**config.mk**
```make
export PLATFORM = sky130hd
export DESIGN_NAME = bus_decoder_flat
export DESIGN_NICKNAME = d
export VERILOG_FILES = /design/src/hdl/bus_pkg.sv /design/src/hdl/bank_if.sv /design/src/hdl/bus_decoder.sv /design/src/flat_wrapper.sv
export SDC_FILE = /design/constraint.sdc
export NUM_CORES = 1
export LEC_CHECK = 0
export ABC_AREA = 1
export BUFFER_PORTS_ARGS = -buffer_cell sky130_fd_sc_hd__buf_2
export CAP_MARGIN = 20
export CORE_AREA = 2 2 128 130
export CTS_CLUSTER_DIAMETER = 200
export CTS_CLUSTER_SIZE = 30
export DETAILED_ROUTE_END_ITERATION = 10
export DIE_AREA = 0 0 130 132
export SLEW_MARGIN = 20
export SYNTH_ARGS = -nofsm -noshare
export SYNTH_HDL_FRONTEND = slang
export SYNTH_SLANG_ARGS = --single-unit
```
**constraint.sdc**
```tcl
create_clock -name clk_50m_i -period 3.1 [get_ports clk_50m_i]
set_clock_uncertainty 0.05 [all_clocks]
set_input_delay 0.155 -clock clk_50m_i [delete_from_list [all_inputs] [get_ports clk_50m_i]]
set_output_delay 0.155 -clock clk_50m_i [all_outputs]
set_load 0.02 [all_outputs]
```
**src/hdl/bus_pkg.sv**
```systemverilog
package bus_pkg;

    // bus widths
    typedef logic [31:0] addr_t;   // byte address from a port
    typedef logic [31:0] word_t;   // data word
    typedef logic [3:0]  mask_t;   // byte enables, bit n -> byte n

    // bank geometry
    // a bank decodes word offset bits 11:2, higher bits alias
    localparam int BANK_AW    = 10;              // word index width
    localparam int BANK_DEPTH = 1 << BANK_AW;    // 1024 words

    typedef logic [BANK_AW-1:0] bank_addr_t;     // word index inside a bank

    // region bounds, limits exclusive
    localparam addr_t EXT_BASE   = 32'h8000_0000;  // ext sram, 4 MB window
    localparam addr_t EXT_LIMIT  = 32'h8040_0000;
    localparam addr_t BASE_BASE  = 32'h8040_0000;  // base sram, 4 MB window
    localparam addr_t BASE_LIMIT = 32'h8080_0000;

    // fetches always read the whole word
    localparam mask_t MASK_FULL = 4'b1111;

    // where an address lands
    typedef enum logic [1:0] {
        TGT_NONE = 2'd0,   // unmapped, reads zero, writes dropped
        TGT_EXT  = 2'd1,   // ext bank
        TGT_BASE = 2'd2    // base bank
    } target_t;

endpackage
```
**src/hdl/bank_if.sv**
```systemverilog
interface bank_if import bus_pkg::*; ();

    logic       req;     // access at this edge
    logic       we;      // 1 write, 0 read
    bank_addr_t addr;    // word index, addr bits 11:2
    word_t      wdata;   // write word
    mask_t      mask;    // byte enables for writes
    word_t      rdata;   // registered read word, held until next read

    // decoder side
    modport master (
        output req,
        output we,
        output addr,
        output wdata,
        output mask,
        input  rdata
    );

    // memory side
    modport slave (
        input  req,
        input  we,
        input  addr,
        input  wdata,
        input  mask,
        output rdata
    );

endinterface

```
**src/hdl/bus_decoder.sv**
```systemverilog
module bus_decoder import bus_pkg::*; (
    input  logic   clk_50m_i,
    input  logic   rst_i,

    // fetch port
    input  logic   inst_req_i,
    input  addr_t  inst_addr_i,
    output word_t  inst_rdata_o,
    output logic   inst_rvalid_o,

    // load/store port
    input  logic   data_req_i,
    input  logic   data_we_i,
    input  addr_t  data_addr_i,
    input  word_t  data_wdata_i,
    input  mask_t  data_mask_i,
    output logic   data_stall_o,
    output word_t  data_rdata_o,
    output logic   data_rvalid_o,

    // banks
    bank_if.master ext_bank,
    bank_if.master base_bank
);

    // address -> target, same map for both ports
    function automatic target_t decode(input addr_t a);
        target_t t;
        if (a >= EXT_BASE && a < EXT_LIMIT) begin
            t = TGT_EXT;
        end else if (a >= BASE_BASE && a < BASE_LIMIT) begin
            t = TGT_BASE;
        end else begin
            t = TGT_NONE;
        end
        return t;
    endfunction

    target_t    inst_tgt, data_tgt;     // decoded targets this cycle
    bank_addr_t inst_idx, data_idx;     // word index, bits 11:2
    logic       data_go;                // data request accepted this edge
    logic       ext_inst_sel, ext_data_sel;
    logic       base_inst_sel, base_data_sel;

    // steering for the read return, one cycle behind acceptance
    target_t    inst_tgt_q, data_tgt_q;
    logic       inst_vld_q, data_vld_q;
    word_t      ext_rdata, base_rdata;

    assign inst_tgt = decode(inst_addr_i);
    assign data_tgt = decode(data_addr_i);
    assign inst_idx = inst_addr_i[BANK_AW+1:2];
    assign data_idx = data_addr_i[BANK_AW+1:2];

    // same mapped bank from both ports -> fetch wins, data waits
    assign data_stall_o = inst_req_i && data_req_i
                       && (inst_tgt == data_tgt) && (data_tgt != TGT_NONE);
    assign data_go = data_req_i && !data_stall_o;

    // bank grants
    assign ext_inst_sel  = inst_req_i && (inst_tgt == TGT_EXT);
    assign ext_data_sel  = data_go && (data_tgt == TGT_EXT);
    assign base_inst_sel = inst_req_i && (inst_tgt == TGT_BASE);
    assign base_data_sel = data_go && (data_tgt == TGT_BASE);

    // ext bank request mux
    assign ext_bank.req   = ext_inst_sel || ext_data_sel;
    assign ext_bank.we    = ext_data_sel && data_we_i;          // fetch never writes
    assign ext_bank.addr  = ext_inst_sel ? inst_idx : data_idx;
    assign ext_bank.wdata = data_wdata_i;
    assign ext_bank.mask  = ext_inst_sel ? MASK_FULL : data_mask_i;

    // base bank request mux
    assign base_bank.req   = base_inst_sel || base_data_sel;
    assign base_bank.we    = base_data_sel && data_we_i;
    assign base_bank.addr  = base_inst_sel ? inst_idx : data_idx;
    assign base_bank.wdata = data_wdata_i;
    assign base_bank.mask  = base_inst_sel ? MASK_FULL : data_mask_i;

    // remember who served each accepted read
    always_ff @(posedge clk_50m_i) begin
        if (rst_i) begin
            inst_vld_q <= 1'b0;
            data_vld_q <= 1'b0;
            inst_tgt_q <= TGT_NONE;
            data_tgt_q <= TGT_NONE;
        end else begin
            inst_vld_q <= inst_req_i;               // fetch is always a read
            inst_tgt_q <= inst_tgt;
            data_vld_q <= data_go && !data_we_i;    // writes give no rvalid
            data_tgt_q <= data_tgt;
        end
    end

    assign ext_rdata  = ext_bank.rdata;
    assign base_rdata = base_bank.rdata;

    // return mux, unmapped reads as zero
    function automatic word_t steer(input target_t t, input word_t e, input word_t b);
        word_t w;
        case (t)
            TGT_EXT:  w = e;
            TGT_BASE: w = b;
            default:  w = '0;
        endcase
        return w;
    endfunction

    assign inst_rdata_o  = steer(inst_tgt_q, ext_rdata, base_rdata);
    assign data_rdata_o  = steer(data_tgt_q, ext_rdata, base_rdata);
    assign inst_rvalid_o = inst_vld_q;
    assign data_rvalid_o = data_vld_q;

    // one port per bank per cycle
    a_one_port_per_bank : assert property (
        @(posedge clk_50m_i) disable iff (rst_i)
        !(ext_inst_sel && ext_data_sel) && !(base_inst_sel && base_data_sel)
    ) else $error("bus_decoder: bank granted to both ports");

    // port must keep a stalled request steady
    a_stall_hold : assert property (
        @(posedge clk_50m_i) disable iff (rst_i)
        data_stall_o |=> data_req_i
            && $stable({data_we_i, data_addr_i, data_wdata_i, data_mask_i})
    ) else $error("bus_decoder: stalled data request changed");

endmodule

```
**src/flat_wrapper.sv**
```systemverilog
// flat-port wrapper written by rule: the top's interface ports become plain ports
module bus_decoder_flat import bus_pkg::*;
  (clk_50m_i, rst_i, inst_req_i, inst_addr_i, inst_rdata_o, inst_rvalid_o, data_req_i, data_we_i, data_addr_i, data_wdata_i, data_mask_i, data_stall_o, data_rdata_o, data_rvalid_o, ext_bank_req, ext_bank_we, ext_bank_addr, ext_bank_wdata, ext_bank_mask, ext_bank_rdata, base_bank_req, base_bank_we, base_bank_addr, base_bank_wdata, base_bank_mask, base_bank_rdata);
  bank_if ext_bank_i ();
  bank_if base_bank_i ();
  input  logic clk_50m_i;
  input  logic rst_i;
  input  logic inst_req_i;
  input  addr_t inst_addr_i;
  output word_t inst_rdata_o;
  output logic inst_rvalid_o;
  input  logic data_req_i;
  input  logic data_we_i;
  input  addr_t data_addr_i;
  input  word_t data_wdata_i;
  input  mask_t data_mask_i;
  output logic data_stall_o;
  output word_t data_rdata_o;
  output logic data_rvalid_o;
  output wire logic [$bits(ext_bank_i.req)-1:0] ext_bank_req;
  output wire logic [$bits(ext_bank_i.we)-1:0] ext_bank_we;
  output wire logic [$bits(ext_bank_i.addr)-1:0] ext_bank_addr;
  output wire logic [$bits(ext_bank_i.wdata)-1:0] ext_bank_wdata;
  output wire logic [$bits(ext_bank_i.mask)-1:0] ext_bank_mask;
  input wire logic [$bits(ext_bank_i.rdata)-1:0] ext_bank_rdata;
  output wire logic [$bits(base_bank_i.req)-1:0] base_bank_req;
  output wire logic [$bits(base_bank_i.we)-1:0] base_bank_we;
  output wire logic [$bits(base_bank_i.addr)-1:0] base_bank_addr;
  output wire logic [$bits(base_bank_i.wdata)-1:0] base_bank_wdata;
  output wire logic [$bits(base_bank_i.mask)-1:0] base_bank_mask;
  input wire logic [$bits(base_bank_i.rdata)-1:0] base_bank_rdata;
  assign ext_bank_req = ext_bank_i.req;
  assign ext_bank_we = ext_bank_i.we;
  assign ext_bank_addr = ext_bank_i.addr;
  assign ext_bank_wdata = ext_bank_i.wdata;
  assign ext_bank_mask = ext_bank_i.mask;
  assign ext_bank_i.rdata = ext_bank_rdata;
  assign base_bank_req = base_bank_i.req;
  assign base_bank_we = base_bank_i.we;
  assign base_bank_addr = base_bank_i.addr;
  assign base_bank_wdata = base_bank_i.wdata;
  assign base_bank_mask = base_bank_i.mask;
  assign base_bank_i.rdata = base_bank_rdata;
  bus_decoder u_core (.clk_50m_i(clk_50m_i), .rst_i(rst_i), .inst_req_i(inst_req_i), .inst_addr_i(inst_addr_i), .inst_rdata_o(inst_rdata_o), .inst_rvalid_o(inst_rvalid_o), .data_req_i(data_req_i), .data_we_i(data_we_i), .data_addr_i(data_addr_i), .data_wdata_i(data_wdata_i), .data_mask_i(data_mask_i), .data_stall_o(data_stall_o), .data_rdata_o(data_rdata_o), .data_rvalid_o(data_rvalid_o), .ext_bank(ext_bank_i), .base_bank(base_bank_i));
endmodule
```
## After elaboration in Yosys (flattened, before gate mapping)

Cells that the tools add are included.

| operators by class | value |
|---|---|
| muxes and demuxes | 10 |
| $lt $le $gt $ge | 8 |
| reductions and logical operators | 20 |
| eq/ne operators | 9 |

Operators by type and width:

| operator | count |
|---|---|
| $ge A32 B32 Y1 const B | 4 |
| $lt A32 B32 Y1 const B | 4 |
| $pmux W32 S2 | 2 |
| $mux W10 | 2 |
| $logic_and A1 B1 Y1 | 15 |
| $eq A2 B1 Y1 const B | 4 |
| $eq A2 B2 Y1 const B | 4 |
| $mux W2 | 4 |
| $mux W4 | 2 |
| $eq A2 B2 Y1 | 1 |
| $logic_not A1 Y1 | 2 |
| $logic_or A1 B1 Y1 | 2 |
| $reduce_bool A2 Y1 | 1 |

| storage, ports and cells | value |
|---|---|
| output and inout bits | 163 |
| input port bits | 169 |
| register bits after elaboration | 6 |

## Depth between registers and ports, before layout

Gate-level depths: netlist of the first run.

| logic depth | value |
|---|---|
| depth after elaboration | 11 |
| mapped depth | 10 |

## Worst setup path after synthesis of the first run

Ideal clock, no wire load.

| timing | value |
|---|---|
| path kind | register -> output |
| from | register u_core.data_tgt_q[1] |
| to | output data_rdata_o[0] |
| path buffers | 1 |
| data arrival time | 1,252 ps |
| stages on the path, launching flop included | 6 |
| slack | 1,643 ps |
| cell sequence | dfxtp_1 inv_1 ha_1 clkbuf_1 nand2_1 a21oi_1 |

| between the ends | value |
|---|---|
| word-level cells in the longest chain between the ends | 2 |

RTL lines:

| element | line | text |
|---|---|---|
| start: declaration | bus_decoder.sv:46 | `target_t inst_tgt_q, data_tgt_q;` |
| start signal: assignment | bus_decoder.sv:91 | `data_tgt_q <= data_tgt;` |
| $eq A2 B2 Y1 / $eq A2 B1 Y1 (equally long branches) | bus_decoder.sv:101 | `case (t)` |
| $pmux W32 S2 * | bus_decoder.sv:101 |  |
| end: declaration | flat_wrapper.sv:18 | `output word_t data_rdata_o;` |

Every way passes the cells marked *; elsewhere a longest branch is shown, timed or not.

## Final worst setup path of the first run

| timing | value |
|---|---|
| from | register u_core.inst_tgt_q[1] |
| to | output inst_rdata_o[22] |

| between the ends | value |
|---|---|
| word-level cells in the longest chain between the ends | 2 |

RTL lines:

| element | line | text |
|---|---|---|
| start: declaration | bus_decoder.sv:46 |  |
| start signal: assignment | bus_decoder.sv:89 | `inst_tgt_q <= inst_tgt;` |
| $eq A2 B2 Y1 / $eq A2 B1 Y1 (equally long branches) | bus_decoder.sv:101 |  |
| $pmux W32 S2 * | bus_decoder.sv:101 |  |
| end: declaration | flat_wrapper.sv:10 | `output word_t inst_rdata_o;` |

Marked as above.

==> reports/results.txt, run 1 <==
N_diodes: 0
Placed cells: 756
Most common cell after layout, fill and taps aside: buf_2
Clock buffer depth: 2
Stages on the worst setup path: 6
Antenna-violating nets left: 0
Slew margin rel.: 44.8%
Worst Path Buf+Inv: 3
Vias in the first global route: 2619
CTS Hold Bufs: 0
RSZ-0062 raised after global routing: false
Synth Cell Area: 2170 µm²
CTS tree: built
Max Transition Viols Final: 0
Number of vias per cell: 3.97
Crit path cell chain: inv_1 -> ha_1 -> buf_4 -> nand2_1 -> a21oi_1 -> buf_2
Root Buffer: clkbuf_16
Slew @ Worst Pin: 828 ps
Total global routing overflow: 0
WP data arrival: 2000 ps
Area Overhead vs Synth: 39.7%
WL per Instance: 12.5 µm
DRT Pass-1 Iters: 4
Rows: 46
Setup TNS: 0 ps
IO buf count: 211
Initial antenna violation count: 1
Sequential area share after synthesis: 5.54%
First-pass GRT wire length: 13300 µm
Cell Count, Final, Fillers Out: 759
DRC: 0
Leakage: 0.00154 µW
Placer Congestion: 0.780
Synth warn: 0
CP startpoint kind: register
Hold Crit Depth: 2
CP top delay family: adder cells
Critical Path End Type: output port
Synth unique cells: 17
Post-cts gate resize count: 0
Chip Width: 130 µm
Pin count of the biggest net entering global routing: 33
Ports: 332
Worst setup path class: register to output port
Synthesized flop and latch total: 6
All-layer global routing usage: 9.81%
Die area: 17200 µm²
Initial Util: 13.8%
Commonest cells after routing, fill and taps aside: 211 x buf_2, 166 x nand2_1, 64 x a21oi_1
Status: finished clean
CP max-delay cell: ha_1
Tcrit/Tclk final: 71.1%
Vias: 3016
Final Hold Viols: 0
Mapped Nets: 581
Fmax: 454 MHz
Maximum fanout along the worst path: 19
Hold WC Path Type: input pin to register
PwrDens: 157 nW/µm²
Count of final setup violators: 0
Maximum vdd drop: 0.112 mV
Fill cells: 1845
Drt total wl: 9490 µm
Dpl hpwl: 7500 µm
Avg Cell Area, Syn: 5.32 µm²
Die height: 132 µm
Critical path's largest stage delay: 680 ps
H-tree depth: 1
# nets final: 718
Share of layout cells above drive strength 1: 46.2%
Clk slew on worst S/H paths: 40 ps
Crit path time final: 2200 ps
Inserted Clock Buffers: 3
Post-Synthesis Cells: 408
Postcts setup bufs: 0
Worst path required time: 2890 ps
Initial DRC Count: 109
Clock sinks: 6
Core Footprint: 15700 µm²
Maxcap violations: 0
-- routing by layer --
layer	track usage, %	vias to the layer above	routed length [µm]
met3	2.72	24	1020
met2	19.5	213	4730
met5	0	-	14
li1	-	1482	-
met4	3.58	2	236
met1	9.34	1295	3490
-- sequential cells by signal, indices dropped and copies added (netlist names) --
| name | flops |
|---|---|
| u_core.data_rvalid_o | 1 |
| u_core.inst_tgt_q | 2 |
| u_core.data_tgt_q | 2 |
| u_core.inst_rvalid_o | 1 |
-- final timing paths --
path	from	end	slack (ps)
setup / recovery	u_core.inst_tgt_q[1]	inst_rdata_o[22]	900
hold / removal	data_addr_i[22]	u_core.data_tgt_q[0]	110
-- synth_stat cells (all sizes together) --
cell	instances	area (µm²)
dfxtp	6	120
buf	68	526
nand2	169	647
a21oi	64	320
nor3	2	20.0
o21ai	20	175
nor2	18	67.6
clkbuf	18	67.6
inv	29	109
ha	4	50.1
nand3	8	55.1
nor4	2	12.5
-- cells by family (layout without fill, tap and decap cells) --
group                    Yosys count  after routing  synth area share [%]
AO/OA/AOI/OAI                     84             84                  22.8
adder cells (fa/ha/maj)            4              4                  2.31
buffers and inverters            115            250                  32.4
flip-flops                         6              6                  5.54
AND/OR/NAND/NOR                  199            199                  37.0
-- power breakdown --
| group | switching, µW | leakage [µW] | internal, µW |
|---|---|---|---|
| logic | 99.0 | 0.00145 | 78.4 |
| registers | 0.293 | 0.0000488 | 78.8 |
| clock network | 51.3 | 0.0000370 | 166 |
-- cell type report --
cell class,instances,area [µm²],share of cell area [%]
Clock buffer,3,75.1,2.48
Inverter,29,109,3.59
Multi-Input combinational cell,287,1350,44.5
Sequential cell,6,120,3.96
Tap cell,216,270,8.92
Timing Repair Buffer,218,1110,36.6
-- per-stage QoR --
| stage | setup WS, ps | total power (µW) | hold slack [ps] | cell area, µm² | util [%] |
|---|---|---|---|---|---|
| after floorplan | 1640 | 266 | 176 | 2170 | - |
| after global placement | 1090 | 257 | 260 | 2960 | 18.8 |
| final | 895 | 474 | 112 | 3030 | 19.3 |
| after global routing | 708 | 500 | 112 | 3030 | 19.3 |
| after detailed placement | 1120 | 259 | 260 | 2960 | 18.8 |
| after CTS | 862 | 484 | 103 | 3030 | 19.3 |
No activity file was read; power rests on OpenSTA's default activity.
==> run 2, diff against run 1 <==
--- a/config.mk
+++ b/config.mk
@@ -5,14 +5,14 @@
 export SDC_FILE = /design/constraint.sdc
 export NUM_CORES = 1
 export LEC_CHECK = 0
-export ABC_AREA = 1
+export ABC_AREA = 0
 export BUFFER_PORTS_ARGS = -buffer_cell sky130_fd_sc_hd__buf_2
 export CAP_MARGIN = 20
-export CORE_AREA = 2 2 128 130
+export CORE_AREA = 2 2 129 131
 export CTS_CLUSTER_DIAMETER = 200
 export CTS_CLUSTER_SIZE = 30
 export DETAILED_ROUTE_END_ITERATION = 10
-export DIE_AREA = 0 0 130 132
+export DIE_AREA = 0 0 131 133
 export SLEW_MARGIN = 20
 export SYNTH_ARGS = -nofsm -noshare
 export SYNTH_HDL_FRONTEND = slang
==> constraint.sdc (replaced) <==
create_clock -name clk_50m_i -period 1.9 [get_ports clk_50m_i]
set_clock_uncertainty 0.05 [all_clocks]
set_input_delay 0.095 -clock clk_50m_i [delete_from_list [all_inputs] [get_ports clk_50m_i]]
set_output_delay 0.095 -clock clk_50m_i [all_outputs]
set_load 0.02 [all_outputs]
==> run 2 against run 1 <==
Compared with the run above: final area up 3.5%; synthesized cell count shrank 31%; combinational power rose by 76%; die area rose by 1.5%; sequential power is 63% higher; non-clock buffer count is 7 higher; worst hold slack got worse by 60 ps; sequential share of layout area shrank 0.13 points; area after synthesis fell by 7.2%; via count decreased by 13%; highest routed layer is now met4; global-route usage is 1.8 points lower; total power increased by 64%.
==> reports/results.txt, run 2 <==
Post-Synthesis Cells: 282 (-31%)
Dpl hpwl: 6590 µm (-12%)
CP startpoint kind: input pin
Initial DRC Count: 121 (+11%)
Sequential area share after synthesis: 5.96% (+0.43 points)
Initial antenna violation count: 0 (-1)
Commonest cells after routing, fill and taps aside: 195 x buf_2, 64 x a22oi_1, 64 x nor2_1
Met1 Track Usage GR: 8.29% (-1.0 points)
All-layer global routing usage: 7.96% (-1.8 points)
Initial Util: 12.5% (-1.4 points)
Max Transition Viols Final: 0 (unchanged)
WP data arrival: 1740 ps (-260 ps)
Maxcap violations: 0 (unchanged)
Crit path to: ext_bank_addr[3]
H-tree depth: 1 (unchanged)
Critical Path End Type: output port
Biggest area consumer among synthesized cells: a22oi_1
Post-synth ARST share: 0% (unchanged)
Die height: 133 µm (+0.76%)
Slew margin rel.: 74.9% (+30 points)
Slew @ Worst Pin: 376 ps (-452 ps)
Count of final setup violators: 0 (unchanged)
Hold WC Path Type: input pin to register
Core Footprint: 16200 µm² (+2.9%)
Min Hold Slack: 51.8 ps (-60.0 ps)
Number of flops mapped to enable cells by yosys: 0 (unchanged)
Chip Width: 131 µm (+0.77%)
Tcrit/Tclk final: 99.4%
Placer Congestion: 0.759 (-2.7%)
IO buf count: 211 (unchanged)
Clk slew on worst S/H paths: 30 ps (about the same)
DRC: 0 (unchanged)
Most frequent cells after synthesis: 64 x a22oi_1, 64 x buf_4, 64 x nor2_1, 18 x clkbuf_1, 12 x mux2_2
Crit path cell chain: buf_6 -> or4_4 -> nor4_4 -> buf_4 -> buf_12 -> mux2_4 -> buf_6
WL per Instance: 13.2 µm (+5.1%)
Largest regs: u_core.data_tgt_q x2, u_core.inst_tgt_q x2
Vias in the first global route: 2238 (-15%)
Setup ws final: 12.3 ps (-883 ps)
Leakage: 0.00142 µW (-7.3%)
N_diodes: 0 (unchanged)
Cell Count, Final, Fillers Out: 645 (-15%)
Placed cells: 638 (-16%)
Synth unique cells: 26 (+9)
Share of layout cells above drive strength 1: 61.9% (+16 points)
Worst Setup SP: inst_addr_i[24]
Vias: 2621 (-13%)
Synth area leaders: a22oi_1 24%, buf_4 24%, nor2_1 12%
CP max-delay cell: or4_4
Fmax: 530 MHz
# nets final: 600 (-16%)
Most common cell after layout, fill and taps aside: buf_2
Met2 Use GR: 15.9% (-3.5 points)
Mapped Nets: 455 (-22%)
Antenna-violating nets left: 0 (unchanged)
Setup WS pre-CTS: -42.5 ps (-1160 ps)
Clock sinks: 6 (unchanged)
Crit path time final: 1890 ps
Critical path's largest stage delay: 570 ps (-110 ps)
Worst setup path class: input pin to output port
PwrDens: 249 nW/µm² (+59%)
CTS tree: built
Ports: 332 (unchanged)
Synth Cell Area: 2010 µm² (-7.2%)
RSZ-0062 raised after global routing: true
Maximum fanout along the worst path: 8 (-11)
Final Hold Viols: 0 (unchanged)
Crit path top cell by count: buf_6
Rows: 47 (+2.2%)
Tot Pwr: 779 µW (+64%)
Total global routing overflow: 0 (unchanged)
GR peak layer: met2
Main synth FF type: dfxtp_1
Pin count of the biggest net entering global routing: 33 (unchanged)
Inserted Clock Buffers: 3 (unchanged)
Area Overhead vs Synth: 55.7%
First-pass GRT wire length: 11100 µm (-16%)
GRT met3 Usage: 1.66% (-1.1 points)
Clock buffer depth: 2 (unchanged)
Worst path required time: 1750 ps (-1140 ps)
Root Buffer: clkbuf_16
Drt total wl: 8480 µm (-11%)
Number of vias per cell: 4.06 (+2.3%)
Top-area cell type share of the netlist area: 23.9% (-4.9 points)
Synthesized flop and latch total: 6 (unchanged)
Die area: 17400 µm² (+1.5%)
Maximum vdd drop: 0.205 mV (+83%)
Synth warn: 0 (unchanged)
Avg Cell Area, Syn: 7.14 µm² (+34%)
DRT Pass-1 Iters: 5 (+1)
Status: finished clean
-- run 2: cell types whose count changed after synthesis, moves of 9 or more --
cell / change
nor2_1: +46
a22oi_1: +64
nand2_1: -164
mux2_2: +12
o21ai_2: -20
a21oi_1: -64
inv_1: -22
or2_2: +9
-- run 2: worst min-delay path by stage --
stage	cells past startpoint	endpoint	startpoint	slack (ps)
2_1_floorplan	1	u_core.inst_rvalid_o	rst_i	120
3_3_place_gp	0	base_bank_wdata[25]	data_wdata_i[25]	140
3_5_place_dp	0	base_bank_wdata[25]	data_wdata_i[25]	140
4_1_cts	2	u_core.inst_tgt_q[0]	inst_addr_i[22]	50
5_1_grt	2	u_core.inst_tgt_q[0]	inst_addr_i[22]	80
6_report	2	u_core.inst_tgt_q[0]	inst_addr_i[22]	50
-- run 2: through the flow --
step	utilization, %	TNS [ps]	instance area [µm²]
5_1_grt	19.4	-539	3140
6_report	19.4	0	3140
3_5_place_dp	17.8	-386	2880
2_1_floorplan	-	0	2020
3_3_place_gp	17.8	-320	2880
4_1_cts	18.4	-260	2980
-- run 2: logic make-up after synthesis --
family	Yosys count	synth area share, %
adder cells (fa/ha/maj)	4	2.48
buffers and inverters	90	29.8
flip-flops	6	5.96
AND/OR/NAND/NOR	94	23.6
multiplexers	20	12.7
XOR/XNOR	1	0.435
AO/OA/AOI/OAI	67	25.0
-- run 2: critical path, delay by kind of cell --
family        cells  cell delay [ps]
mux               1              310
buf+inv           4              540
simple gates      2              790
-- run 2: power by group --
group          total, µW  switching (µW)  internal [µW]
Sequential           129           0.389            129
Clock                338            68.0            270
Combinational        312             148            164
-- run 2: cell type report --
| class | instances | area (µm²) |
|---|---|---|
| Multi-Input combinational cell | 186 | 1340 |
| Sequential cell | 6 | 120 |
| Fill cell | 1813 | 13000 |
| Clock buffer | 3 | 75.1 |
| Inverter | 5 | 18.8 |
| Timing Repair Buffer | 225 | 1310 |
| Tap cell | 220 | 275 |
-- run 2: routing by layer --
layer,part of all wire [%],up-vias
li1,-,1227
met1,38,1184
met2,50,193
met3,11,17
met4,1.1,0
met5,0,-
-- run 2: what timing repair did --
item	in CTS	in global routing
endpoints found under the setup margin	15	22
hold buffers	0	0
gates cloned	0	1
pin swaps	0	4
buffers inserted	1	2
resized for setup	3	35
==> run 3, diff against run 2 <==
==> constraint.sdc (replaced) <==
create_clock -name clk_50m_i -period 1.9 [get_ports clk_50m_i]
set_clock_uncertainty 0.05 [all_clocks]
set_input_delay 0.57 -clock clk_50m_i [delete_from_list [all_inputs] [get_ports clk_50m_i]]
set_output_delay 0.57 -clock clk_50m_i [all_outputs]
set_load 0.02 [all_outputs]
==> run 3 against run 2 <==
Compared with the run above: the run now ends with setup timing left; total power is 5.6% higher; final cell count increased by 7.6%; worst hold slack better by 510 ps; non-clock buffer count is 49 higher; die area unchanged; sequential share of layout area is 0.85 points lower; combinational power rose by 17%; final area grew 45%; global-route usage is 3.3 points higher; first-iteration DRC count down 55%; clock-buffer cell count stayed put; sequential cell count did not move; critical endpoint is now ext_bank_addr[7].
==> reports/results.txt, run 3 (synthesis results as in run 2) <==
Status: finished, violations left
Failing checks: setup timing
Crit path cell chain: buf_6 -> or4_4 -> nor4_4 -> buf_4 -> clkbuf_16 -> mux2_4 -> buf_6
Vias in the first global route: 2920 (+30%)
Leakage: 0.00184 µW (+29%)
Root Buffer: clkbuf_16
Met2 Use GR: 22.4% (+6.4 points)
DRC: 0 (unchanged)
Crit path top cell by count: buf_6
Worst path required time: 1280 ps (-470 ps)
Initial antenna violation count: 0 (unchanged)
CTS tree: built
WP data arrival: 2250 ps (+510 ps)
Slew margin rel.: 82.0% (+7.1 points)
Commonest cells after routing, fill and taps aside: 122 x buf_2, 80 x buf_4, 64 x a22oi_2
Critical path's largest stage delay: 580 ps (about the same)
Area Overhead vs Synth: 125%
Hold WC Path Type: input pin to register
Pin count of the biggest net entering global routing: 33 (unchanged)
GRT met3 Usage: 1.78% (+0.12 points)
GR peak layer: met2
Worst Path Buf+Inv: 4 (unchanged)
Maximum vdd drop: 0.200 mV (-2.5%)
Clock sinks: 6 (unchanged)
Antenna-violating nets left: 0 (unchanged)
CP startpoint kind: input pin
Tcrit/Tclk final: 151% (+52 points)
Maxcap violations: 0 (unchanged)
Cell Count, Final, Fillers Out: 694 (+7.6%)
WL per Instance: 16.0 µm (+22%)
Area of placed instances: 3170 µm² (+10%)
Die area: 17400 µm² (unchanged)
DRT Pass-1 Iters: 4 (-1)
Maximum fanout along the worst path: 6 (-2)
Final Hold Viols: 0 (unchanged)
Initial DRC Count: 55 (-55%)
RSZ-0062 raised after global routing: true
CP top delay family: simple AND/OR/NAND/NOR gates
IO buf count: 211 (unchanged)
Critical Path End Type: output port
Seq. cell area: 135 µm² (+13%)
Worst setup path class: input pin to output port
Fill cells: 1670 (-7.9%)
Total global routing overflow: 0 (unchanged)
Inserted Clock Buffers: 3 (unchanged)
Placer Congestion: 0.724 (-4.6%)
Design area: 4540 µm² (+45%)
Drt total wl: 11100 µm (+31%)
Clock buffer depth: 2 (unchanged)
Chip Width: 131 µm (unchanged)
H-tree depth: 1 (unchanged)
Final core occ: 28.0% (+8.7 points)
Dpl hpwl: 7030 µm (+6.7%)
Placed cells: 664 (+4.1%)
# nets final: 649 (+8.2%)
Ports: 332 (unchanged)
Met1 Track Usage GR: 11.0% (+2.7 points)
Fmax: 349 MHz (-34%)
CTS Hold Bufs: 0 (unchanged)
Largest regs: u_core.data_tgt_q x2, u_core.inst_tgt_q x2
Max Transition Viols Final: 0 (unchanged)
Clk slew on worst S/H paths: 30 ps (about the same)
Share of layout cells above drive strength 1: 83.5% (+22 points)
First-pass GRT wire length: 15000 µm (+35%)
Crit path time final: 2870 ps (+979 ps)
CP max-delay cell: or4_4
PwrDens: 181 nW/µm² (-27%)
Slew @ Worst Pin: 270 ps (-106 ps)
Setup ws final: -967 ps (-979 ps)
N_diodes: 0 (unchanged)
Number of vias per cell: 4.29 (+5.7%)
Die height: 133 µm (unchanged)
Vias: 2980 (+14%)
Core Footprint: 16200 µm² (unchanged)
Initial Util: 12.5% (unchanged)
Multi-input gate area: 1760 µm² (+32%)
Most common cell after layout, fill and taps aside: buf_2
Rows: 47 (unchanged)
Count of final setup violators: 100 (+100)
All-layer global routing usage: 11.2% (+3.3 points)
-- run 3: power by group --
part	switching, µW	total [µW]	internal [µW]
Combinational	178	364	186
Sequential	0.424	124	123
Clock	66.3	336	270
Total	245	823	578
-- run 3: final timing paths --
kind                            start                    to  slack (ps)  cells past startpoint
worst max-delay path  inst_addr_i[24]      ext_bank_addr[7]        -970                      7
worst min-delay path       inst_req_i  u_core.inst_rvalid_o         560                      2
-- run 3: stage by stage --
stage	hold WS [ps]	TNS, ps	power (µW)	worst slack, ps
floorplan	592	-25610	427	-866
global placement	791	-32030	416	-967
detailed placement	785	-32370	419	-978
CTS	565	-41090	793	-976
global route	580	-44390	859	-1010
finish	558	-40120	823	-967
-- run 3: cell type report --
class / count / area share (%)
repair buffers: 274 / 50.0
well taps: 220 / 6.07
inverters: 5 / 0.524
multi-input cells: 186 / 38.8
clock buffers: 3 / 1.66
flip-flops and latches: 6 / 2.98
-- run 3: repair_timing --
item	CTS	global route
pin swaps	80	53
endpoints found under the hold margin	0	0
gates cloned	13	1
buffers inserted	10	9
setup endpoints to repair	100	100
gates resized for setup	204	58
-- run 3: per-layer routing --
metal	wire length [µm]	vias up
met5	0	-
met4	406	0
met3	872	35
met2	5950	197
met1	3910	1409
li1	-	1339
